`config.mk`:
```
export PLATFORM = sky130hd
export DESIGN_NAME = decode_stage
export DESIGN_NICKNAME = d
export VERILOG_FILES = /design/src/hw/vpipe_pkg.sv /design/src/hw/decode_stage.sv
export SDC_FILE = /design/constraint.sdc
export NUM_CORES = 1
export LEC_CHECK = 0
export BUFFER_PORTS_ARGS = -buffer_cell sky130_fd_sc_hd__clkbuf_2
export CORE_MARGIN = 3
export CORE_UTILIZATION = 40
export DETAILED_ROUTE_END_ITERATION = 8
export PLACE_DENSITY = 0.75
export SLEW_MARGIN = 20
export SYNTH_ARGS = -nofsm -noshare
export SYNTH_HDL_FRONTEND = slang
export SYNTH_SLANG_ARGS = --single-unit
export TNS_END_PERCENT = 10
```
`constraint.sdc`:
```
create_clock -name clk -period 2.06 [get_ports clk]
set_input_delay 0.103 -clock clk [delete_from_list [all_inputs] [get_ports clk]]
set_output_delay 0.103 -clock clk [all_outputs]
set_load 0.1 [all_outputs]
```
`src/hw/vpipe_pkg.sv`:
```
/*
 * Shared widths, encodings and the decoded instruction layout of the vector pipeline.
 * ALU encodings 24 to 31 are unused and execute as a zero result.
 */
package vpipe_pkg;

    localparam int INSTR_WIDTH = 32;
    localparam int SCALAR_WIDTH = 32;
    localparam int NUM_LANES = 4;
    localparam int NUM_REGS = 8;
    localparam int LANE_IDX_W = $clog2(NUM_LANES);

    // Instruction word fields
    localparam int INSTR_BRANCH_BIT = 31;
    localparam int INSTR_OP_HI = 30;
    localparam int INSTR_OP_LO = 26;
    localparam int INSTR_DEST_HI = 25;
    localparam int INSTR_DEST_LO = 23;
    localparam int INSTR_SRC1_HI = 22;
    localparam int INSTR_SRC1_LO = 20;
    localparam int INSTR_SRC2_HI = 19;
    localparam int INSTR_SRC2_LO = 17;
    localparam int INSTR_USE_IMM_BIT = 16;
    localparam int INSTR_MASK_HI = 15;
    localparam int INSTR_MASK_LO = 12;
    localparam int INSTR_IMM_HI = 11;
    localparam int INSTR_IMM_LO = 0;

    typedef logic [SCALAR_WIDTH-1:0] scalar_t;
    // Lane 0 in the low bits
    typedef scalar_t [NUM_LANES-1:0] vector_t;
    typedef logic [NUM_LANES-1:0] lane_mask_t;
    typedef logic [LANE_IDX_W-1:0] lane_idx_t;
    typedef logic [$clog2(NUM_REGS)-1:0] reg_idx_t;

    typedef enum logic [4:0] {
        OP_ASHR,
        OP_SHR,
        OP_SHL,
        OP_MOVE,
        OP_OR,
        OP_AND,
        OP_XOR,
        OP_ADD_I,
        OP_SUB_I,
        OP_CMPEQ_I,
        OP_CMPNE_I,
        OP_CMPGT_I,
        OP_CMPGE_I,
        OP_CMPLT_I,
        OP_CMPLE_I,
        OP_CMPGT_U,
        OP_CMPGE_U,
        OP_CMPLT_U,
        OP_CMPLE_U,
        OP_CLZ,
        OP_CTZ,
        OP_SEXT8,
        OP_SEXT16,
        OP_GETLANE
    } alu_op_t;

    typedef enum logic [1:0] {
        BRANCH_ZERO,
        BRANCH_NOT_ZERO,
        BRANCH_ALWAYS,
        BRANCH_REGISTER
    } branch_type_t;

    typedef enum logic {
        HS_IDLE,
        HS_ACKED
    } hs_state_t;

    typedef struct packed {
        scalar_t      pc;
        logic         is_branch;
        alu_op_t      alu_op;
        branch_type_t branch_type;
        reg_idx_t     dest;
        reg_idx_t     src1;
        reg_idx_t     src2;
        logic         use_imm;
        scalar_t      imm_value;
        lane_mask_t   mask;
    } decoded_instruction_t;

endpackage

```
`src/hw/decode_stage.sv`:
```
/*
 * Host side four-phase req/ack and instruction decode.
 * The host must hold instr_word and instr_pc stable while instr_req is high.
 */
`timescale 1ns/100ps

module decode_stage
    import vpipe_pkg::*;
(
    input  logic                   clk,
    input  logic                   reset,
    input  logic                   instr_req,
    input  logic [INSTR_WIDTH-1:0] instr_word,
    input  scalar_t                instr_pc,
    input  logic                   rollback_en,
    output logic                   instr_ack,
    output logic                   dec_valid,
    output decoded_instruction_t   dec_instr
);
    hs_state_t hs_state;
    logic      accept;
    logic      captured;

    // One capture per req rise from idle
    assign accept = hs_state == HS_IDLE && instr_req;
    assign instr_ack = hs_state == HS_ACKED;

    // A redirect squashes whatever decode is holding
    assign dec_valid = captured && !rollback_en;

    always_ff @(posedge clk, posedge reset)
    begin
        if (reset)
        begin
            hs_state <= HS_IDLE;
            captured <= 1'b0;
        end
        else
        begin
            captured <= accept;
            case (hs_state)
                HS_IDLE:
                    if (instr_req)
                        hs_state <= HS_ACKED;
                HS_ACKED:
                    if (!instr_req)
                        hs_state <= HS_IDLE;
            endcase
        end
    end

    always_ff @(posedge clk)
    begin
        if (accept)
        begin
            dec_instr.pc <= instr_pc;
            dec_instr.is_branch <= instr_word[INSTR_BRANCH_BIT];
            dec_instr.alu_op <= alu_op_t'(instr_word[INSTR_OP_HI:INSTR_OP_LO]);
            dec_instr.branch_type <= branch_type_t'(instr_word[INSTR_OP_LO+1:INSTR_OP_LO]);
            dec_instr.dest <= instr_word[INSTR_DEST_HI:INSTR_DEST_LO];
            dec_instr.src1 <= instr_word[INSTR_SRC1_HI:INSTR_SRC1_LO];
            dec_instr.src2 <= instr_word[INSTR_SRC2_HI:INSTR_SRC2_LO];
            dec_instr.use_imm <= instr_word[INSTR_USE_IMM_BIT];
            dec_instr.mask <= instr_word[INSTR_MASK_HI:INSTR_MASK_LO];
            dec_instr.imm_value <= scalar_t'($signed(instr_word[INSTR_IMM_HI:INSTR_IMM_LO]));
        end
    end

    ack_follows_req: assert property (@(posedge clk) disable iff (reset)
        $rose(instr_ack) |-> $past(instr_req));

endmodule

```
After elaboration in Yosys (flattened, before gate mapping)
Index checks and enable logic that the tools add are counted.
{"block": "op_classes", "addsub": 0, "order_cmp": 0, "n_shift": 0, "multipliers": 0, "bitwise_logic": 1, "div": 0, "reduce_logical": 3, "muxes": 1, "eq_ne": 0}
{"op": "logical AND 1 bit", "count": 2}
{"op": "logical NOT 1 bit", "count": 1}
{"op": "2-to-1 mux 1 bit", "count": 1}
{"op": "NOT 1 bit", "count": 1}
{"block": "word_totals", "out_inout_bits": 88, "regBits": 68, "mem_bits_rw": 0, "in_bits": 68, "rom_bits": 0, "latchBits": 0, "n_memories": 0}

Logic depth before layout (Yosys ltp)
{"block": "logic_depth", "depth_word": 2, "ltp_mapped": 1}

Least setup slack after synthesis
No wires, ideal clock.
{"block": "synth_timing", "kind": "flip-flop to flip-flop", "start": "register hs_state (netlist: instr_ack)", "end": "register dec_instr[0] in the netlist's numbering, enable pin", "required_time_ns": 1.659, "n_path_buf": 0, "setup_ns": 0.401, "t_arrival_ns": 1.892, "path_stages_with_launch": 2, "setup_slack_ns": -0.233, "path_cell_list": "dfrtp_1 > nor2b_4"}
{"block": "synth_via", "elab_chain_cells": 2}
{"item": "start, declared", "line": "decode_stage.sv:20", "source": "hs_state_t hs_state;"}
{"item": "start signal, assigned", "line": "decode_stage.sv:35", "source": "hs_state <= HS_IDLE;"}
{"item": "start signal, assigned", "line": "decode_stage.sv:44", "source": "hs_state <= HS_ACKED;"}
{"item": "start signal, assigned", "line": "decode_stage.sv:47", "source": "hs_state <= HS_IDLE;"}
{"item": "NOT 1 bit"}
{"item": "logical AND 1 bit", "line": "decode_stage.sv:25", "source": "assign accept = hs_state == HS_IDLE && instr_req;"}
{"item": "named net accept", "line": "decode_stage.sv:21", "source": "logic accept;"}
{"item": "end, declared", "line": "decode_stage.sv:18", "source": "output decoded_instruction_t dec_instr"}
The timed path passes the listed nets, and every way through them passes these cells.
A chain may end at the register's enable or synchronous reset.

Worst setup path in the final report
{"block": "layout_timing", "start": "register, netlist name dec_instr[15]", "end": "output dec_instr[32] in the netlist's numbering"}
No word-level cell between the ends.

==> results.toml <==
[critical_path]
worst-path-max-fanout = 21
reg2reg_to = "dec_instr[2]$_DFFE_PP_"
critical_path_buf_inv_count = 1
critPathMaxStageDelay_ns = 0.66
reg2reg_slack_ns = 0.61
crit_path_start_kind = "register"
cp_data_required_time_ns = 1.96
cp-end-kind = "output pin"
crit_cells = 1
reg2reg_depth = 2
path_class = "reg2out"
slowest_stage = "edfxtp_1"
cp.arrival_ns = 1.54
crit_chain = "clkbuf_2"
path_delay_family = "flip-flops"
rr_startpoint = "instr_ack$_DFF_PP0_"
critical_path.startpoint = "dec_instr[15]$_DFFE_PP_"

[floorplanning]
placementRows = 26
initial_utilization = 0.419
core_um2 = 5170
die_w_um = 79.6
ioPinCount = 156
chipHeight_um = 79.6
dieArea_um2 = 6340

[clocking]
cts_max_path_buffers = 2
numCtsBuffers = 9
cts_tree = "done"
postCtsResizedCells = 0
worstSkewPairLatency_ns = 0.33
clkTransAtPathRegs_ns = 0.07
cts_sinks = 66
htreeDepth = 3
cts_root_buffer = "clkbuf_8"

[detailed_routing]
routed_wl_mm = 5.67
drt_pass1_iterations = 4
drc = 0
vias = 1580
drt_iter0_drc = 36
wl_per_cell_um = 15.0
vias_per_cell = 4.19
final_antenna_net_count = 0

[logic_synthesis]
yosys_warnings = 0
synth_area_per_cell_um2 = 23.8
synthSimpleGateAreaFrac = 0.0127
synth.area.top_cells = "edfxtp_1, buf_4, dfrtp_1"
syn_inst = 91
synth-seq-cells = 66
synth-xor-area-share = 0
synth_mux_area_frac = 0
synth_compound_area_frac = 0
synthesis.nets = 159
synth_top_area_frac = 0.886
synth_top_family_by_area = "buffers and inverters"
synth_top_area_cell = "edfxtp_1"
synth_area_um2 = 2170
synth_fa_ha_area_frac = 0
synth_cell_types = 5
ys_seq_area_frac = 0.909

[placement]
port_buffers = 155
gp_congestion = 0.661

[sta]
setup_violations = 0
slew_viol_final = 0
tightest_slew_ns = 0.564
hold_ws_ns = 0.185
fin_worst_skew_ns = 0.00607
report.final.hold_viol_count = 0
rsz0062_at_grt = "no"
setup_tns_ns = 0
min_period_over_period = 0.798
relSlewSlack = 0.626
fmax_mhz = 609
min_period_ns = 1.64

[global_route]
grt_pass1_vias = 1718
globalRoute.totalOverflow = 0
antenna_found_initial = 0
grt_pass1_wl_mm = 8.53
grt_max_degree = 58
grt_util_all_layers = 0.188

[layout]
fin_util = 0.738
area_growth_pct = 76.0
antenna_cells = 0
nets = 370
drive_gt1_frac = 0.570

[pwr]
max-vdd-ir-drop_mv = 0.795
leakagePower_uw = 0.00170
cellPowerDensity_nw_per_um2 = 981

[worst_hold_path]
min_path_type = "in2async"

[job]
drv_cap = 0

[run_status]
status = "finished, final reports clean"
-- how the worst max path moves through the flow --
stage | end
detailed placement | dec_instr[2]$_DFFE_PP_
global placement | dec_instr[83]$_DFFE_PP_
CTS | dec_instr[32]
floorplan | dec_instr[0]$_DFFE_PP_
finish | dec_instr[32]
global route | dec_instr[27]
-- repair_timing --
| item | in CTS | in global routing |
|---|---|---|
| buffers inserted | 0 | 0 |
| hold endpoints to repair | 67 | 0 |
| hold buffers | 66 | 0 |
-- flip-flops by register name (all words and copies together) (netlist names) --
| name | count |
|---|---|
| dec_instr | 64 |
| captured | 1 |
| instr_ack | 1 |
-- per-layer routing --
metal  up-vias  track usage  part of all wire
met4         0       0.0825             0.018
met5         -            0                 0
met1       719        0.182              0.32
met2       109        0.340              0.54
li1        741            -                 -
met3        11       0.0835              0.12
-- placed cells by master (no fill, tap or decap) --
| cell type | n |
|---|---|
| clkbuf_2 | 155 |
| dlygate4sd3_1 | 66 |
| edfxtp_1 | 64 |
| clkbuf_8 | 9 |
| bufinv_16 | 4 |
| nor2b_4 | 2 |
| inv_1 | 1 |
| dfrtp_1 | 1 |
| clkinv_4 | 1 |
| clkinvlp_4 | 1 |
| clkinv_2 | 1 |
| dfrtp_4 | 1 |
| buf_12 | 1 |
-- cell families (layout without fill, tap and decap cells) --
family | Yosys count | after routing
buffers and inverters | 23 | 239
flip-flops | 66 | 66
AND/OR/NAND/NOR | 2 | 2
-- layout make-up --
type	count	area [um2]
sequential	66	1980
timing repair buffer	222	1460
fill	315	1360
clock inverter	7	141
clock buffer	9	124
tap	70	87.6
multi-input combinational	2	27.5
inverter	1	3.75
-- metrics by stage --
| step | area, um2 | instances | total power, uW | setup slack, ns |
|---|---|---|---|---|
| 2_1_floorplan | 2170 | 91 | 2140 | 0.00779 |
| 3_3_place_gp | 2890 | 295 | 2250 | 0.660 |
| 3_5_place_dp | 2890 | 295 | 2260 | 0.614 |
| 4_1_cts | 3820 | 377 | 3760 | 0.374 |
| 5_1_grt | 3820 | 377 | 3860 | 0.296 |
| 6_report | 3820 | 377 | 3740 | 0.417 |
-- power by group --
part | internal [uW] | total, uW | switching, uW
sequential | 1540 | 1560 | 20.5
combinational | 174 | 769 | 596
clock | 926 | 1410 | 487
-- Yosys cell counts --
library cell   n
buf_4         22
dfrtp_1        2
edfxtp_1      64
inv_1          1
nor2b_4        2
No activity file was read; power rests on OpenSTA's default activity.
