--- src/hw/vpipe_pkg.sv ---
/*
 * Shared widths, encodings and the decoded instruction layout of the vector pipeline.
 * ALU encodings 24 to 31 are unused and execute as a zero result.
 */
package vpipe_pkg;

    localparam int INSTR_WIDTH = 32;
    localparam int SCALAR_WIDTH = 32;
    localparam int NUM_LANES = 4;
    localparam int NUM_REGS = 8;
    localparam int LANE_IDX_W = $clog2(NUM_LANES);

    // Instruction word fields
    localparam int INSTR_BRANCH_BIT = 31;
    localparam int INSTR_OP_HI = 30;
    localparam int INSTR_OP_LO = 26;
    localparam int INSTR_DEST_HI = 25;
    localparam int INSTR_DEST_LO = 23;
    localparam int INSTR_SRC1_HI = 22;
    localparam int INSTR_SRC1_LO = 20;
    localparam int INSTR_SRC2_HI = 19;
    localparam int INSTR_SRC2_LO = 17;
    localparam int INSTR_USE_IMM_BIT = 16;
    localparam int INSTR_MASK_HI = 15;
    localparam int INSTR_MASK_LO = 12;
    localparam int INSTR_IMM_HI = 11;
    localparam int INSTR_IMM_LO = 0;

    typedef logic [SCALAR_WIDTH-1:0] scalar_t;
    // Lane 0 in the low bits
    typedef scalar_t [NUM_LANES-1:0] vector_t;
    typedef logic [NUM_LANES-1:0] lane_mask_t;
    typedef logic [LANE_IDX_W-1:0] lane_idx_t;
    typedef logic [$clog2(NUM_REGS)-1:0] reg_idx_t;

    typedef enum logic [4:0] {
        OP_ASHR,
        OP_SHR,
        OP_SHL,
        OP_MOVE,
        OP_OR,
        OP_AND,
        OP_XOR,
        OP_ADD_I,
        OP_SUB_I,
        OP_CMPEQ_I,
        OP_CMPNE_I,
        OP_CMPGT_I,
        OP_CMPGE_I,
        OP_CMPLT_I,
        OP_CMPLE_I,
        OP_CMPGT_U,
        OP_CMPGE_U,
        OP_CMPLT_U,
        OP_CMPLE_U,
        OP_CLZ,
        OP_CTZ,
        OP_SEXT8,
        OP_SEXT16,
        OP_GETLANE
    } alu_op_t;

    typedef enum logic [1:0] {
        BRANCH_ZERO,
        BRANCH_NOT_ZERO,
        BRANCH_ALWAYS,
        BRANCH_REGISTER
    } branch_type_t;

    typedef enum logic {
        HS_IDLE,
        HS_ACKED
    } hs_state_t;

    typedef struct packed {
        scalar_t      pc;
        logic         is_branch;
        alu_op_t      alu_op;
        branch_type_t branch_type;
        reg_idx_t     dest;
        reg_idx_t     src1;
        reg_idx_t     src2;
        logic         use_imm;
        scalar_t      imm_value;
        lane_mask_t   mask;
    } decoded_instruction_t;

endpackage

--- src/hw/pipe_if.sv ---
/*
 * Stage-to-stage bundles. Valid is a one-cycle flag; there is no ready signal
 * because the host handshake keeps issues at least two cycles apart.
 */
`timescale 1ns/100ps

// Operand fetch to execute
interface operand_if
    import vpipe_pkg::*;
();
    logic                 valid;
    decoded_instruction_t instr;
    vector_t              operand1;
    // Immediate broadcast to all lanes when use_imm is set
    vector_t              operand2;

    modport fetch(output valid, instr, operand1, operand2);
    modport execute(input valid, instr, operand1, operand2);
endinterface

// Execute to writeback, also tapped by operand fetch for bypass
interface result_if
    import vpipe_pkg::*;
();
    logic                 valid;
    decoded_instruction_t instr;
    vector_t              result;
    logic                 rollback_en;
    scalar_t              rollback_pc;

    modport execute(output valid, instr, result, rollback_en, rollback_pc);
    modport writeback(input valid, instr, result, rollback_en, rollback_pc);
    modport bypass(input valid, instr, result);
endinterface

--- src/hw/operand_fetch_stage.sv ---
/*
 * Vector register file with masked lane writes, source reads and bypass.
 * Bypass covers only the instruction in the execute output register, which
 * is enough as long as decoded instructions are at least two cycles apart.
 */
`timescale 1ns/100ps

module operand_fetch_stage
    import vpipe_pkg::*;
(
    input  logic                 clk,
    input  logic                 reset,
    input  logic                 dec_valid,
    input  decoded_instruction_t dec_instr,
    input  logic                 rollback_en,
    input  logic                 rf_write_en,
    input  reg_idx_t             rf_write_reg,
    input  lane_mask_t           rf_write_mask,
    input  vector_t              rf_write_data,
    operand_if.fetch             out,
    result_if.bypass             byp
);
    vector_t reg_file [NUM_REGS];
    vector_t src1_value;
    vector_t src2_value;
    logic    byp_usable;
    logic    byp_hit1;
    logic    byp_hit2;

    always_ff @(posedge clk, posedge reset)
    begin
        if (reset)
        begin
            for (int r = 0; r < NUM_REGS; r++)
                reg_file[r] <= '0;
        end
        else if (rf_write_en)
        begin
            for (int l = 0; l < NUM_LANES; l++)
                if (rf_write_mask[l])
                    reg_file[rf_write_reg][l] <= rf_write_data[l];
        end
    end

    // Branches carry no register result
    assign byp_usable = byp.valid && !byp.instr.is_branch;
    assign byp_hit1 = byp_usable && byp.instr.dest == dec_instr.src1;
    assign byp_hit2 = byp_usable && byp.instr.dest == dec_instr.src2;

    // Masked-off lanes still come from the file
    always_comb
    begin
        for (int l = 0; l < NUM_LANES; l++)
        begin
            src1_value[l] = byp_hit1 && byp.instr.mask[l] ? byp.result[l]
                : reg_file[dec_instr.src1][l];
            src2_value[l] = byp_hit2 && byp.instr.mask[l] ? byp.result[l]
                : reg_file[dec_instr.src2][l];
        end
    end

    always_ff @(posedge clk, posedge reset)
    begin
        if (reset)
            out.valid <= 1'b0;
        else
            out.valid <= dec_valid && !rollback_en;
    end

    always_ff @(posedge clk)
    begin
        out.instr <= dec_instr;
        out.operand1 <= src1_value;
        out.operand2 <= dec_instr.use_imm ? {NUM_LANES{dec_instr.imm_value}} : src2_value;
    end

    issue_spacing: assert property (@(posedge clk) disable iff (reset)
        dec_valid |=> !dec_valid);

endmodule

--- src/flat_wrapper.sv ---
// flat-port wrapper written by rule: the top's interface ports become plain ports
module operand_fetch_stage_flat import vpipe_pkg::*;
  (clk, reset, dec_valid, dec_instr, rollback_en, rf_write_en, rf_write_reg, rf_write_mask, rf_write_data, out_valid, out_instr, out_operand1, out_operand2, byp_valid, byp_instr, byp_result);
  operand_if out_i ();
  result_if byp_i ();
  input  logic clk;
  input  logic reset;
  input  logic dec_valid;
  input  decoded_instruction_t dec_instr;
  input  logic rollback_en;
  input  logic rf_write_en;
  input  reg_idx_t rf_write_reg;
  input  lane_mask_t rf_write_mask;
  input  vector_t rf_write_data;
  output wire logic [$bits(out_i.valid)-1:0] out_valid;
  output wire logic [$bits(out_i.instr)-1:0] out_instr;
  output wire logic [$bits(out_i.operand1)-1:0] out_operand1;
  output wire logic [$bits(out_i.operand2)-1:0] out_operand2;
  input wire logic [$bits(byp_i.valid)-1:0] byp_valid;
  input wire logic [$bits(byp_i.instr)-1:0] byp_instr;
  input wire logic [$bits(byp_i.result)-1:0] byp_result;
  assign out_valid = out_i.valid;
  assign out_instr = out_i.instr;
  assign out_operand1 = out_i.operand1;
  assign out_operand2 = out_i.operand2;
  assign byp_i.valid = byp_valid;
  assign byp_i.instr = byp_instr;
  assign byp_i.result = byp_result;
  operand_fetch_stage u_core (.clk(clk), .reset(reset), .dec_valid(dec_valid), .dec_instr(dec_instr), .rollback_en(rollback_en), .rf_write_en(rf_write_en), .rf_write_reg(rf_write_reg), .rf_write_mask(rf_write_mask), .rf_write_data(rf_write_data), .out(out_i), .byp(byp_i));
endmodule
--- config.mk ---
export PLATFORM = sky130hd
export DESIGN_NAME = operand_fetch_stage_flat
export DESIGN_NICKNAME = d
export VERILOG_FILES = /design/src/hw/vpipe_pkg.sv /design/src/hw/pipe_if.sv /design/src/hw/operand_fetch_stage.sv /design/src/flat_wrapper.sv
export SDC_FILE = /design/constraint.sdc
export NUM_CORES = 2
export LEC_CHECK = 0
export BUFFER_PORTS_ARGS = -buffer_cell sky130_fd_sc_hd__buf_2
export CAP_MARGIN = 20
export CORE_UTILIZATION = 50
export DETAILED_ROUTE_END_ITERATION = 8
export PLACE_DENSITY_LB_ADDON = 0.2
export SETUP_SLACK_MARGIN = 0.1
export SYNTH_ARGS = -nofsm -noshare
export SYNTH_HDL_FRONTEND = slang
export SYNTH_SLANG_ARGS = --single-unit
--- constraint.sdc ---
create_clock -name clk -period 28.6 [get_ports clk]
set_input_delay 1.43 -clock clk [delete_from_list [all_inputs] [get_ports clk]]
set_output_delay 1.43 -clock clk [all_outputs]
set_load 0.03 [all_outputs]
Word level (Yosys, flattened, before mapping):

Cells that the tools add are included.
W data, S select, Z words.

* $lt $le $gt $ge: 4
* equality and inequality tests: 2
* mux-type cells: 34
* bitwise operators: 3
* reduce and logical (&&, ||, !) cells: 15

Operators by type and width (number)
* $mux W1024: 7
* $bwmux W1024: 4
* $demux W128 S3: 4
* $bmux W128 S3: 2
* $mux W128: 6
* $mux W32: 9
* $mux W96: 1
* $mux W64: 1
* $logic_and A1 B1 Y1: 13
* $ge A4 B4 Y1 const B: 3
* $not A3 Y4: 3
* $eq A3 B3 Y1: 2
* $lt A4 B1 Y1 const B: 1
* $logic_not A1 Y1: 2

* register bits: 1367
* input port bits: 441
* output and inout port bits: 343
* logic and storage cells: 109

Depth between registers and ports, before layout:

* depth after elaboration: 16
* gate-level depth with buffers: 8
* depth with buffers taken out: 4

Worst setup path after synthesis:

No wires, ideal clock.

* path type: in2reg
* start point: in dec_instr[41] (netlist name)
* end point: reg u_core.out.operand1[0]
* setup time: 0.121 ns
* arrival time: 3.075 ns
* data required time: 28.479 ns
* slack: 25.404 ns
* cell stages on the path: 7
* path buffers: 4
* cell sequence: clkbuf_1 > buf_6 > clkbuf_1 > buf_2 > mux4_2 > mux2_2 > mux2_2

RTL lines
* from (decl): RTL line flat_wrapper.sv:9 `input decoded_instruction_t dec_instr;`
* to (signal assigned): RTL line operand_fetch_stage.sv:73 `out.operand1 <= src1_value;`
* to (decl): RTL line pipe_if.sv:17 `modport fetch(output valid, instr, operand1, operand2);`

==> impl_metrics.json <==
{
  "status": "finished clean",
  "synthFlopType": "dfrtp_1",
  "dp_hpwl_um": 118000,
  "syn_inst": 3817,
  "clkLatencyLatePin_ns": 0.78,
  "yosys.area_share.simple": 0.00909,
  "report.final.slew_viol_count": 0,
  "die_w_um": 358,
  "finalNonFillerCells": 6288,
  "crit_arrival_ns": 5.45,
  "met2_length_um": 88700,
  "synth_seq_cells": 1367,
  "antenna_left": 0,
  "internal_power_w": 0.00429,
  "crit_slowest_cell": "buf_4",
  "synthArstFlopShare": 0.750,
  "critPathMaxStageDelay_ns": 0.90,
  "fin_crit_sh": 0.167,
  "synth_edf_count": 0,
  "layout_min_cycle_time_ns": 4.78,
  "via_per_inst": 6.25,
  "synth_top_family_by_area": "multiplexers",
  "ff_latch_area_sq_um": 32500,
  "syn_area_per_cell_sq_um": 16.6,
  "post_cts_buffers": 0,
  "worst_hold_path.num_cells": 1,
  "grt_setup_unrepaired": "no",
  "critPathCaptureType": "flip-flop",
  "grt_antenna_before_repair": 80,
  "routed_wirelength_um": 192000,
  "skew_ns": 0.0215,
  "ctsHtreeMaxLevel": 4,
  "firstDrtPassIters": 7,
  "wl_met3_um": 16100,
  "fin_area_sq_um": 73700,
  "worstSetupStartpointType": "input pin",
  "num_rows": 130,
  "grt_pass1_vias": 40200,
  "wl_met1_um": 80200,
  "synthAdderAreaFrac": 0,
  "yosys_warnings": 0,
  "placed_cells_incl_taps": 5975,
  "postCtsResizedCells": 0,
  "cts_tree": "done",
  "yosysTopAreaCell": "dfrtp_1",
  "cp_cell_sequence": "buf_8, buf_4, buf_4, buf_4, mux4_2, mux2_2, mux2_2",
  "finalHoldViolations": 0,
  "drv_cap": 0,
  "fill_cells": 9883,
  "synthMuxAreaShare": 0.432,
  "place_ws_ns": 22.84,
  "yosysTopAreaCellShare": 0.405,
  "path_delay_family": "buffers and inverters",
  "power_frac_clock": 0.324,
  "place.gp.congestion": 0.811,
  "drtIter0Drc": 3129,
  "grt_max_degree": 157,
  "synth_compound_area_frac": 0.0205,
  "slew_headroom": 0.229,
  "netlist_top_cells_count": "1396 x mux2_2, 1025 x dfrtp_1, 512 x mux4_2, 342 x dfxtp_1, 135 x buf_2",
  "tightestPinTransition_ns": 1.16,
  "crit_top_cell": "buf_4",
  "drc": 0,
  "syn_area_sq_um": 63300,
  "hold_path.class": "flip-flop to flip-flop",
  "p_per_area_nw_per_um2": 81.2,
  "synth_area_leaders": "dfrtp_1 40%, mux2_2 25%, mux4_2 18%",
  "switching_share": 0.283,
  "nets": 4922,
  "whs_ns": 0.519,
  "worst-path-buf-inv": 4,
  "postCtsHoldBufs": 0,
  "port-buffer-count": 705,
  "root_buffer": "clkbuf_16",
  "drive_above_1_share": 0.650,
  "cts.sinks": 1367,
  "fmax_mhz": 209,
  "cts_buffers": 148,
  "cp_data_required_time_ns": 29.27,
  "die_h_um": 358,
  "crit_type": "input pin to flip-flop",
  "finalSetupViolCount": 0,
  "dpl_cell_area_sq_um": 68500,
  "multi_input_area_sq_um": 29600,
  "synth.most_common_cell": "mux2_2",
  "ys_seq_area_frac": 0.513,
  "initial_utilization": 0.504,
  "leakagePower_nw": 31.3,
  "synth_fp_nets": 4258,
  "core_area_sq_um": 126000,
  "path_clk_slew_ns": 0.06,
  "vias": 39300,
  "ys_types": 33,
  "p_seq_frac": 0.442,
  "worst_r2r_path_depth": 4,
  "clockBufferDepth": 3,
  "peakVddDrop_uv": 66.7,
  "path_depth": 7,
  "grt-ovfl-total": 0,
  "synth_xor_xnor_area_share": 0.00124,
  "p_switching_w": 0.00169,
  "fin_ws_ns": 23.82,
  "tns_ns": 0,
  "grt_pass1_wl_um": 280000,
  "io_pins": 784,
  "grt.total_usage": 0.302,
  "p_comb_frac": 0.234,
  "area_delta_synth_final_pct": 16.3,
  "dieArea_sq_um": 128000,
  "wire_per_inst_um": 30.5,
  "crit_fanout": 54,
  "top_layer": "met5"
}
power groups by stage:
stage	logic, W	clock network (W)	registers [W]
global placement	0.00137	0	0.00265
CTS	0.00140	0.00198	0.00263
global route	0.00149	0.00206	0.00269
floorplan	0.000876	0	0.00277
detailed placement	0.00140	0	0.00267
finish	0.00140	0.00194	0.00264
worst paths after layout:
| path | from | end | slack (ns) |
|---|---|---|---|
| min reg2reg | u_core.reg_file[858] | u_core.reg_file[858] | 0.52 |
| max reg2reg | u_core.reg_file[95] | u_core.out.operand2[95] | 26.86 |
| max | dec_instr[41] | u_core.out.operand1[106] | 23.82 |
| max in group asynchronous | reset | u_core.reg_file[978] | 24.35 |
| min | u_core.reg_file[858] | u_core.reg_file[858] | 0.52 |
| min in group asynchronous | reset | u_core.reg_file[45] | 0.56 |
worst reg2reg max path, stage by stage, from the launching register on:
cell     delay (ns)
dfrtp_1        0.39
mux4_2         0.46
mux2_2         0.27
a21oi_1        0.39
nand2_1        0.12
per-stage QoR:
| step | power (W) | util |
|---|---|---|
| floorplan | 0.00365 | - |
| global placement | 0.00403 | 0.546 |
| detailed placement | 0.00406 | 0.546 |
| CTS | 0.00601 | 0.585 |
| global route | 0.00624 | 0.586 |
| finish | 0.00598 | 0.587 |
final cells by class:
type,count,share of cell area
clock inverter,46,0.00618
timing repair buffer,802,0.0602
inverter,1,0.000102
clock buffer,230,0.0612
sequential,1367,0.441
multi-input combinational,2161,0.402
antenna,31,0.00105
tap,1650,0.0280
per-layer routing:
metal	up-vias	global-route usage
met3	361	0.0850
met2	1481	0.455
met1	21100	0.421
met5	-	0
li1	16300	-
met4	56	0.111
placed cells by master (no fill, tap or decap), types with 36 or more instances in the layout:
cell,n
dfrtp_1,1025
mux2_2,1396
dfxtp_1,342
clkbuf_1,40
a221o_1,126
buf_2,699
mux4_2,512
clkbuf_8,36
buf_4,88
clkbuf_16,155
flip-flops by register name (all words and copies together) (netlist names):
name                 cells
u_core.out.operand1    128
u_core.out.operand2    128
u_core.out.instr        86
u_core.out.valid         1
u_core.reg_file       1024
kinds of logic (layout without fill, tap and decap cells):
group | count (synthesis) | in the layout
DFF | 1367 | 1367
other | 0 | 31
xor gates and xnor gates | 9 | 9
muxes | 1920 | 1920
and+or+nand+nor | 100 | 100
AOI/OAI and AO/OA | 132 | 132
buffers and inverters | 289 | 1079
No activity file was read; power rests on OpenSTA's default activity.
