## config.mk

```make
export PLATFORM = sky130hd
export DESIGN_NAME = writeback_stage_flat
export DESIGN_NICKNAME = d
export VERILOG_FILES = /design/src/hw/vpipe_pkg.sv /design/src/hw/pipe_if.sv /design/src/hw/writeback_stage.sv /design/src/flat_wrapper.sv
export SDC_FILE = /design/constraint.sdc
export NUM_CORES = 1
export LEC_CHECK = 0
export BUFFER_PORTS_ARGS = -buffer_cell sky130_fd_sc_hd__buf_2
export CORE_AREA = 2 2 216 218
export CTS_CLUSTER_DIAMETER = 40
export CTS_CLUSTER_SIZE = 16
export DETAILED_ROUTE_END_ITERATION = 7
export DIE_AREA = 0 0 218 220
export MAX_ROUTING_LAYER = met4
export PLACE_DENSITY = 0.34
export SETUP_SLACK_MARGIN = 0.15
export SYNTH_ARGS = -nofsm -noshare
export SYNTH_HDL_FRONTEND = slang
export SYNTH_SLANG_ARGS = --single-unit
```

## constraint.sdc

```tcl
create_clock -name clk -period 3.8 [get_ports clk]
set_input_delay 0.76 -clock clk [delete_from_list [all_inputs] [get_ports clk]]
set_output_delay 0.76 -clock clk [all_outputs]
set_load 0.01 [all_outputs]
```

## src/hw/vpipe_pkg.sv

```systemverilog
/*
 * Shared widths, encodings and the decoded instruction layout of the vector pipeline.
 * ALU encodings 24 to 31 are unused and execute as a zero result.
 */
package vpipe_pkg;

    localparam int INSTR_WIDTH = 32;
    localparam int SCALAR_WIDTH = 32;
    localparam int NUM_LANES = 4;
    localparam int NUM_REGS = 8;
    localparam int LANE_IDX_W = $clog2(NUM_LANES);

    // Instruction word fields
    localparam int INSTR_BRANCH_BIT = 31;
    localparam int INSTR_OP_HI = 30;
    localparam int INSTR_OP_LO = 26;
    localparam int INSTR_DEST_HI = 25;
    localparam int INSTR_DEST_LO = 23;
    localparam int INSTR_SRC1_HI = 22;
    localparam int INSTR_SRC1_LO = 20;
    localparam int INSTR_SRC2_HI = 19;
    localparam int INSTR_SRC2_LO = 17;
    localparam int INSTR_USE_IMM_BIT = 16;
    localparam int INSTR_MASK_HI = 15;
    localparam int INSTR_MASK_LO = 12;
    localparam int INSTR_IMM_HI = 11;
    localparam int INSTR_IMM_LO = 0;

    typedef logic [SCALAR_WIDTH-1:0] scalar_t;
    // Lane 0 in the low bits
    typedef scalar_t [NUM_LANES-1:0] vector_t;
    typedef logic [NUM_LANES-1:0] lane_mask_t;
    typedef logic [LANE_IDX_W-1:0] lane_idx_t;
    typedef logic [$clog2(NUM_REGS)-1:0] reg_idx_t;

    typedef enum logic [4:0] {
        OP_ASHR,
        OP_SHR,
        OP_SHL,
        OP_MOVE,
        OP_OR,
        OP_AND,
        OP_XOR,
        OP_ADD_I,
        OP_SUB_I,
        OP_CMPEQ_I,
        OP_CMPNE_I,
        OP_CMPGT_I,
        OP_CMPGE_I,
        OP_CMPLT_I,
        OP_CMPLE_I,
        OP_CMPGT_U,
        OP_CMPGE_U,
        OP_CMPLT_U,
        OP_CMPLE_U,
        OP_CLZ,
        OP_CTZ,
        OP_SEXT8,
        OP_SEXT16,
        OP_GETLANE
    } alu_op_t;

    typedef enum logic [1:0] {
        BRANCH_ZERO,
        BRANCH_NOT_ZERO,
        BRANCH_ALWAYS,
        BRANCH_REGISTER
    } branch_type_t;

    typedef enum logic {
        HS_IDLE,
        HS_ACKED
    } hs_state_t;

    typedef struct packed {
        scalar_t      pc;
        logic         is_branch;
        alu_op_t      alu_op;
        branch_type_t branch_type;
        reg_idx_t     dest;
        reg_idx_t     src1;
        reg_idx_t     src2;
        logic         use_imm;
        scalar_t      imm_value;
        lane_mask_t   mask;
    } decoded_instruction_t;

endpackage

```

## src/hw/pipe_if.sv

```systemverilog
/*
 * Stage-to-stage bundles. Valid is a one-cycle flag; there is no ready signal
 * because the host handshake keeps issues at least two cycles apart.
 */


// Execute to writeback, also tapped by operand fetch for bypass
interface result_if
    import vpipe_pkg::*;
();
    logic                 valid;
    decoded_instruction_t instr;
    vector_t              result;
    logic                 rollback_en;
    scalar_t              rollback_pc;

    modport execute(output valid, instr, result, rollback_en, rollback_pc);
    modport writeback(input valid, instr, result, rollback_en, rollback_pc);
    modport bypass(input valid, instr, result);
endinterface

```

## src/hw/writeback_stage.sv

```systemverilog
/*
 * Register file write request, retirement ports and redirect.
 * Branches never retire through wb_valid, taken or not.
 */
`timescale 1ns/100ps

module writeback_stage
    import vpipe_pkg::*;
(
    input  logic         clk,
    input  logic         reset,
    result_if.writeback  in,
    output logic         rollback_en,
    output logic         rf_write_en,
    output reg_idx_t     rf_write_reg,
    output lane_mask_t   rf_write_mask,
    output vector_t      rf_write_data,
    output logic         wb_valid,
    output reg_idx_t     wb_dest,
    output lane_mask_t   wb_mask,
    output vector_t      wb_result,
    output logic         redirect_valid,
    output scalar_t      redirect_pc
);
    // File is written on the same edge that raises wb_valid
    assign rf_write_en = in.valid && !in.instr.is_branch;
    assign rf_write_reg = in.instr.dest;
    assign rf_write_mask = in.instr.mask;
    assign rf_write_data = in.result;

    assign rollback_en = redirect_valid;

    always_ff @(posedge clk, posedge reset)
    begin
        if (reset)
        begin
            wb_valid <= 1'b0;
            redirect_valid <= 1'b0;
        end
        else
        begin
            wb_valid <= rf_write_en;
            redirect_valid <= in.rollback_en;
        end
    end

    always_ff @(posedge clk)
    begin
        if (rf_write_en)
        begin
            wb_dest <= in.instr.dest;
            wb_mask <= in.instr.mask;
            wb_result <= in.result;
        end
        if (in.rollback_en)
            redirect_pc <= in.rollback_pc;
    end

    retire_or_redirect: assert property (@(posedge clk) disable iff (reset)
        !(wb_valid && redirect_valid));

endmodule

```

## src/flat_wrapper.sv

```systemverilog
// flat-port wrapper written by rule: the top's interface ports become plain ports
module writeback_stage_flat import vpipe_pkg::*;
  (clk, reset, rollback_en, rf_write_en, rf_write_reg, rf_write_mask, rf_write_data, wb_valid, wb_dest, wb_mask, wb_result, redirect_valid, redirect_pc, in_valid, in_instr, in_result, in_rollback_en, in_rollback_pc);
  result_if in_i ();
  input  logic clk;
  input  logic reset;
  output logic rollback_en;
  output logic rf_write_en;
  output reg_idx_t rf_write_reg;
  output lane_mask_t rf_write_mask;
  output vector_t rf_write_data;
  output logic wb_valid;
  output reg_idx_t wb_dest;
  output lane_mask_t wb_mask;
  output vector_t wb_result;
  output logic redirect_valid;
  output scalar_t redirect_pc;
  input wire logic [$bits(in_i.valid)-1:0] in_valid;
  input wire logic [$bits(in_i.instr)-1:0] in_instr;
  input wire logic [$bits(in_i.result)-1:0] in_result;
  input wire logic [$bits(in_i.rollback_en)-1:0] in_rollback_en;
  input wire logic [$bits(in_i.rollback_pc)-1:0] in_rollback_pc;
  assign in_i.valid = in_valid;
  assign in_i.instr = in_instr;
  assign in_i.result = in_result;
  assign in_i.rollback_en = in_rollback_en;
  assign in_i.rollback_pc = in_rollback_pc;
  writeback_stage u_core (.clk(clk), .reset(reset), .in(in_i), .rollback_en(rollback_en), .rf_write_en(rf_write_en), .rf_write_reg(rf_write_reg), .rf_write_mask(rf_write_mask), .rf_write_data(rf_write_data), .wb_valid(wb_valid), .wb_dest(wb_dest), .wb_mask(wb_mask), .wb_result(wb_result), .redirect_valid(redirect_valid), .redirect_pc(redirect_pc));
endmodule
```

### After elaboration in Yosys (flattened, before gate mapping)

Index checks and enable logic that the tools add are counted.

| storage, ports and cells | value |
|---|---|
| flip-flop bits (word level) | 169 |
| input bits | 250 |
| output and inout bits | 306 |
| logic and storage cells | 11 |

| cells by class | value |
|---|---|
| reduce and logical (&&, ||, !) cells | 2 |

Operator list:

| kind | count |
|---|---|
| $logic_and A1 B1 Y1 | 1 |
| $logic_not A1 Y1 | 1 |

### Logic depth before layout (Yosys ltp)

Gate-level depths: netlist of the first run.

| depth | value |
|---|---|
| depth in word-level cells | 2 |
| depth in mapped cells | 1 |
| depth with buffers taken out | 1 |

### Least setup slack after synthesis of the first run

OpenSTA, ideal clock, no wires.

| timing path | value |
|---|---|
| kind | in2out |
| start point | input in_valid |
| end point | output rf_write_en |
| arrival time | 2.821 ns |
| path slack | 0.219 ns |
| cell stages on the path | 1 |
| buffers on the path | 0 |
| cell sequence | nor2b_4 |

| between the ends | value |
|---|---|
| cells in the longest elaborated chain, start to end | 1 |

Ends and longest elaborated chain:

| item | RTL line | source |
|---|---|---|
| start: declaration | flat_wrapper.sv:18 | `input wire logic [$bits(in_i.valid)-1:0] in_valid;` |
| $logic_and A1 B1 Y1 | writeback_stage.sv:26 | `assign rf_write_en = in.valid && !in.instr.is_branch;` |
| end: declaration | flat_wrapper.sv:8 | `output logic rf_write_en;` |

Every way passes these cells.

### Worst setup path after layout of the first run

| timing path | value |
|---|---|
| start point | input in_instr[53] |
| end point | output rf_write_en |

| between the ends | value |
|---|---|
| cells in the longest elaborated chain, start to end | 2 |

Ends and longest elaborated chain:

| item | RTL line | source |
|---|---|---|
| start: declaration | flat_wrapper.sv:19 | `input wire logic [$bits(in_i.instr)-1:0] in_instr;` |
| $logic_not A1 Y1 | writeback_stage.sv:26 |  |
| $logic_and A1 B1 Y1 | writeback_stage.sv:26 |  |

Every way passes these cells.

==> results of run 1 <==
[flip-flops by register name, indices dropped and copies added (netlist names)]
| register | flops |
|---|---|
| u_core.wb_dest | 3 |
| u_core.wb_mask | 4 |
| u_core.wb_result | 128 |
| u_core.redirect_valid | 1 |
| u_core.redirect_pc | 32 |
| u_core.wb_valid | 1 |
[layout by cell type, fill, tap and decap left out, drive strengths merged]
cell,synthesis,routed
buf,136,479
edfxtp,167,167
dfrtp,2,2
nor2b,1,1
inv,1,4
clkbuf,0,19
clkinvlp,0,3
bufinv,0,2
clkinv,0,5
[per-stage QoR]
step	cells	power, W	hold WS [ps]	instance area [um^2]	setup WS, ps
2_1_floorplan	307	0.00251	501	6100	219
6_report	1289	0.00444	144	8860	1720
3_3_place_gp	1257	0.00275	629	8270	1670
5_1_grt	1289	0.00464	109	8860	1660
4_1_cts	1289	0.00457	77.9	8860	1660
3_5_place_dp	1257	0.00275	632	8270	1660
[how the worst max path moves through the flow]
stage / depth (start not counted) / startpoint / slack [ps] / end
global placement: 3 / in_instr[53] / 1670 / rf_write_en
floorplan: 1 / in_valid / 220 / rf_write_en
detailed placement: 3 / in_instr[53] / 1660 / rf_write_en
CTS: 3 / in_instr[53] / 1660 / rf_write_en
global route: 3 / in_instr[53] / 1660 / rf_write_en
finish: 3 / in_instr[53] / 1720 / rf_write_en
[cell type report]
cell class                 instances  share of cell area, %
clock buffer                      19                   5.00
multi-input combinational          1                  0.155
tap                              607                   8.57
clock inverter                    13                   1.64
sequential                       169                   57.2
inverter                           1                 0.0424
timing repair buffer             479                   27.4
[kinds of logic (layout without fill, tap and decap cells)]
kind of cell	Yosys count	in the layout	share of synthesized area, %
flops	169	169	83.0
simple gates	1	1	0.225
buf+inv	137	512	16.8
[critical path, cell delays in order]
cell and delay, ps:
buf_2 130, nor2b_4 220, buf_2 200
[cell usage after synthesis, drive strengths merged]
master and n:
inv 1, edfxtp 167, buf 136, dfrtp 2, nor2b 1
[routing by layer]
| layer | wire length [um] | share of wire, % | vias up | track usage [%] |
|---|---|---|---|---|
| met5 | 0 | 0 | - | - |
| met4 | 467 | 2.8 | 0 | 4.76 |
| met3 | 1610 | 9.5 | 17 | 3.01 |
| met2 | 8620 | 51 | 219 | 10.8 |
| met1 | 6130 | 36 | 1794 | 6.85 |
| li1 | - | - | 1703 | - |
[report_power, final]
part	internal [W]	leakage (nW)	switching, W	total (W)
clock network	0.000989	0.280	0.000762	0.00175
logic	0.000197	1.91	0.000278	0.000475
registers	0.00219	1.60	0.0000254	0.00222
==> summary.md, run 1 <==
| Metric | Value |
|---|---|
| Top cells by area, synth | edfxtp_1 82%, buf_4 17%, dfrtp_1 0.82%, nor2b_4 0.23%, inv_1 0.062% |
| Post-synth top area share | 82.2% |
| Post-Syn Instances | 307 |
| CTS Hold Bufs | 0 |
| Final core occ | 19.3% |
| Die X | 218 um |
| Startpoint Class | input pin |
| Register area share after synthesis | 83.0% |
| Vias in the first global route | 3488 |
| Initial antenna violation count | 0 |
| Placer Congestion | 0.706 |
| Synth warnings | 0 |
| DRC viols | 0 |
| Root buffer cell | clkbuf_16 |
| Peak supply drop | 0.280 mV |
| CP Data Required Time | 3040 ps |
| Final setup TNS | 0 ps |
| H-tree depth | 4 |
| Max frequency | 482 MHz |
| Fillcell total | 5013 |
| Post-route minimum period | 2080 ps |
| CTS sink cnt | 169 |
| Syn Area/Cell | 19.9 um^2 |
| Post-route ant nets | 0 |
| Clk slew on worst S/H paths | 60 ps |
| Sequential Area | 5060 um^2 |
| Final Routed Wirelength | 16800 um |
| Die area | 48000 um^2 |
| Leakage | 3.79 nW |
| CP Capture Type | output port |
| Final setup viols | 0 |
| Synthesis-to-finish area growth | 45.1% |
| Total track usage | 6.85% |
| Vias | 3733 |
| Via density | 2.90 |
| Row cnt | 79 |
| Hold Violations, Final | 0 |
| Synthesized Nets | 557 |
| Crit-path max FO | 3 |
| Status | complete, no violations |
| Critical path class | input pin to output port |
| Max-slew violations | 0 |
| Post-CTS Resized | 0 |
| I/O Pins | 556 |
| Unique cell type count in the Yosys netlist | 5 |
| Core ar. | 45900 um^2 |
| Synth area leader | edfxtp_1 |
| Iteration-0 DRC Markers | 153 |
| Ant diodes | 0 |
| Initial Util | 13.3% |
| Die Height | 220 um |
| Hold WC Path Type | input pin to asynchronous set/reset pin |
| Drt pass-1 iters | 3 |
| Mapped Area | 6100 um^2 |
| Net count, final | 919 |
| Multi-input logic area | 13.8 um^2 |
| Period utilisation layout | 54.7% |
| Worst-margin pin slew | 753 ps |
| Max transition margin | 49.8% |
| Synth Register Bits | 169 |
| RSZ-0062 raised after global routing | no |
| Arrival @ worst endpoint | 1320 ps |
| First-pass GRT wire length | 21800 um |
| HPWL Detailed | 13100 um |
| CTS Buf Count | 17 |
| Post-CTS setup buffers | 0 |
| Max-cap violation count | 0 |
| Maximum number of pins on one net before global-route repair | 71 |
| Layout cells sized above 1 | 74.9% |
| Avg WL per Cell | 13.1 um |
| I/O Buffers | 477 |
| CTS tree | yes |
| Power density over the cells | 502 nW/um^2 |
| Clk buf depth | 2 |
| Total grt overflow | 0 |
(Power assumes the default switching activity.)
==> run 2, diff against run 1 <==
Clock period 3.8 ns to 2.15 ns, I/O delays scaled along.
==> run 2 against run 1 <==
Global-route usage is 0.11 points higher; combinational power is 81% higher; clock power is 58% higher; highest routed layer unchanged; utilization is 0.068 points higher; design area is 0.35% higher; final cell count is 0.70% higher; critical path depth is 2 lower; largest power group unchanged; total power is 70% higher; count of clock-buffer cells in the layout is 2 lower.
==> summary.md, run 2 (synthesis results as in run 1) <==
| Metric | Value |
|---|---|
| Status | complete, no violations |
| Peak supply drop | 0.466 mV |
| Row cnt | 79 |
| Post-CTS setup buffers | 0 |
| Critical path class | flip-flop to output port |
| Final Routed Wirelength | 16900 um |
| Drt pass-1 iters | 4 |
| Psw | 0.00186 W |
| Crit-path max FO | 1 |
| Commonest non-fill, non-tap cells in the layout | 477 x buf_2, 167 x edfxtp_1, 17 x clkbuf_16 |
| Final setup viols | 0 |
| Number of flip-flops under the largest register name | 128 |
| H-tree depth | 4 |
| Max-slew violations | 0 |
| Synthesis-to-finish area growth | 45.6% |
| HPWL Detailed | 13300 um |
| Comb pwr share | 11.4% |
| Maximum number of pins on one net before global-route repair | 47 |
| Via density | 2.87 |
| Met2 wire len | 8690 um |
| CP bufs+invs | 1 |
| WL met1 | 6470 um |
| Iteration-0 DRC Markers | 195 |
| Worst-margin pin slew | 275 ps |
| Hold WC Path Type | input pin to flip-flop |
| Slowest-stage cell, CP | edfxtp_1 |
| Cell internal pwr | 0.00568 W |
| Post-route ant nets | 0 |
| Crit path to | wb_result[123] |
| Layout cells sized above 1 | 74.5% |
| Leakage | 3.80 nW |
| Power density over the cells | 848 nW/um^2 |
| Highest metal layer with signal wires | met4 |
| Cell Count, Final, Fillers Out | 1298 |
| Switching Fraction | 24.7% |
| CP max stage delay | 480 ps |
| Root buffer cell | clkbuf_16 |
| Period utilisation layout | 73.4% |
| Setup WS pre-CTS | 511 ps |
| Post-route minimum period | 1580 ps |
| Hold Violations, Final | 0 |
| CTS Buf Count | 17 |
| CTS sink cnt | 169 |
| Final setup margin | 571 ps |
| Total grt overflow | 0 |
| I/O Pins | 556 |
| DRC viols | 0 |
| Initial antenna violation count | 3 |
| Met3 wire length | 1420 um |
| Placer Congestion | 0.710 |
| Die area | 48000 um^2 |
| Core ar. | 45900 um^2 |
| Startpoint Class | flip-flop |
| Total track usage | 6.96% |
| Initial Util | 13.3% |
| Net count, final | 928 |
| CP Cell Sequence | buf_2 |
| Commonest non-fill, non-tap cell in the layout | buf_2 |
| Clk buf depth | 2 |
| Post-CTS Resized | 0 |
| Crit path launch | u_core.wb_result[123] |
| Vias | 3721 |
| Max transition margin | 81.6% |
| Arrival @ worst endpoint | 1150 ps |
| Top Registers | u_core.wb_result x128, u_core.redirect_pc x32, u_core.wb_mask x4 |
| Avg WL per Cell | 13.1 um |
| Clk pwr share | 36.6% |
| CTS tree | yes |
| CP Data Required Time | 1720 ps |
| Die X | 218 um |
| Overall power | 0.00754 W |
| I/O Buffers | 477 |
| CP Capture Type | output port |
| RSZ-0062 raised after global routing | no |
| Die Height | 220 um |
| Cells after DPL | 1265 |
| Final core occ | 19.4% |
| Max frequency | 633 MHz |
| Sequential power share | 52.0% |
| Number of cells on the critical path | 1 |
| Vias in the first global route | 3506 |
| Clk slew on worst S/H paths | 60 ps |
| Largest Register | u_core.wb_result |
| CP delay by family, top | flip-flops |
| First-pass GRT wire length | 22100 um |
| Max-cap violation count | 0 |
==> run 2: timing repair <==
action | CTS | global route
endpoints found under the hold margin | 2 | 0
setup endpoints to repair | 0 | 0
hold buffers | 1 | 0
==> run 2: worst min-delay path by stage <==
stage / start / to / slack (ps) / cells after the start
6_report: in_rollback_pc[15] / u_core.redirect_pc[15] / 130 / 1
5_1_grt: in_rollback_pc[6] / u_core.redirect_pc[6] / 80 / 1
4_1_cts: in_rollback_pc[22] / u_core.redirect_pc[22] / 60 / 1
3_5_place_dp: reset / u_core.redirect_valid / 300 / 2
3_3_place_gp: reset / u_core.redirect_valid / 300 / 2
2_1_floorplan: reset / u_core.redirect_valid / 170 / 1
==> run 2: power groups by stage <==
stage	clock network (W)	registers [W]	logic (W)
after floorplan	0	0.00414	0.000298
after global placement	0	0.00399	0.000892
after detailed placement	0	0.00399	0.000880
after CTS	0.00296	0.00392	0.000883
after global routing	0.00304	0.00394	0.000930
final	0.00276	0.00392	0.000859
==> run 2: layout make-up <==
type                       instances  area (um^2)
antenna                            1         2.50
clock buffer                      17          425
clock inverter                    14         83.8
fill                            4985        37000
inverter                           1         3.75
multi-input combinational          1         13.8
sequential                       169         5060
tap                              607          759
timing repair buffer             488         2530
==> run 2: through the flow <==
step | hold slack (ps) | setup TNS, ps | instance area (um^2)
after floorplan | 171 | -108490 | 6100
after global placement | 302 | 0 | 8370
after detailed placement | 299 | 0 | 8370
after CTS | 60.5 | 0 | 8890
after global routing | 77.1 | 0 | 8890
final | 126 | 0 | 8890
==> run 2: routing by layer <==
metal | GRT usage, % | vias to the layer above
met5 | - | -
met4 | 4.63 | 0
met3 | 2.83 | 22
met2 | 10.8 | 226
met1 | 7.31 | 1755
li1 | - | 1718
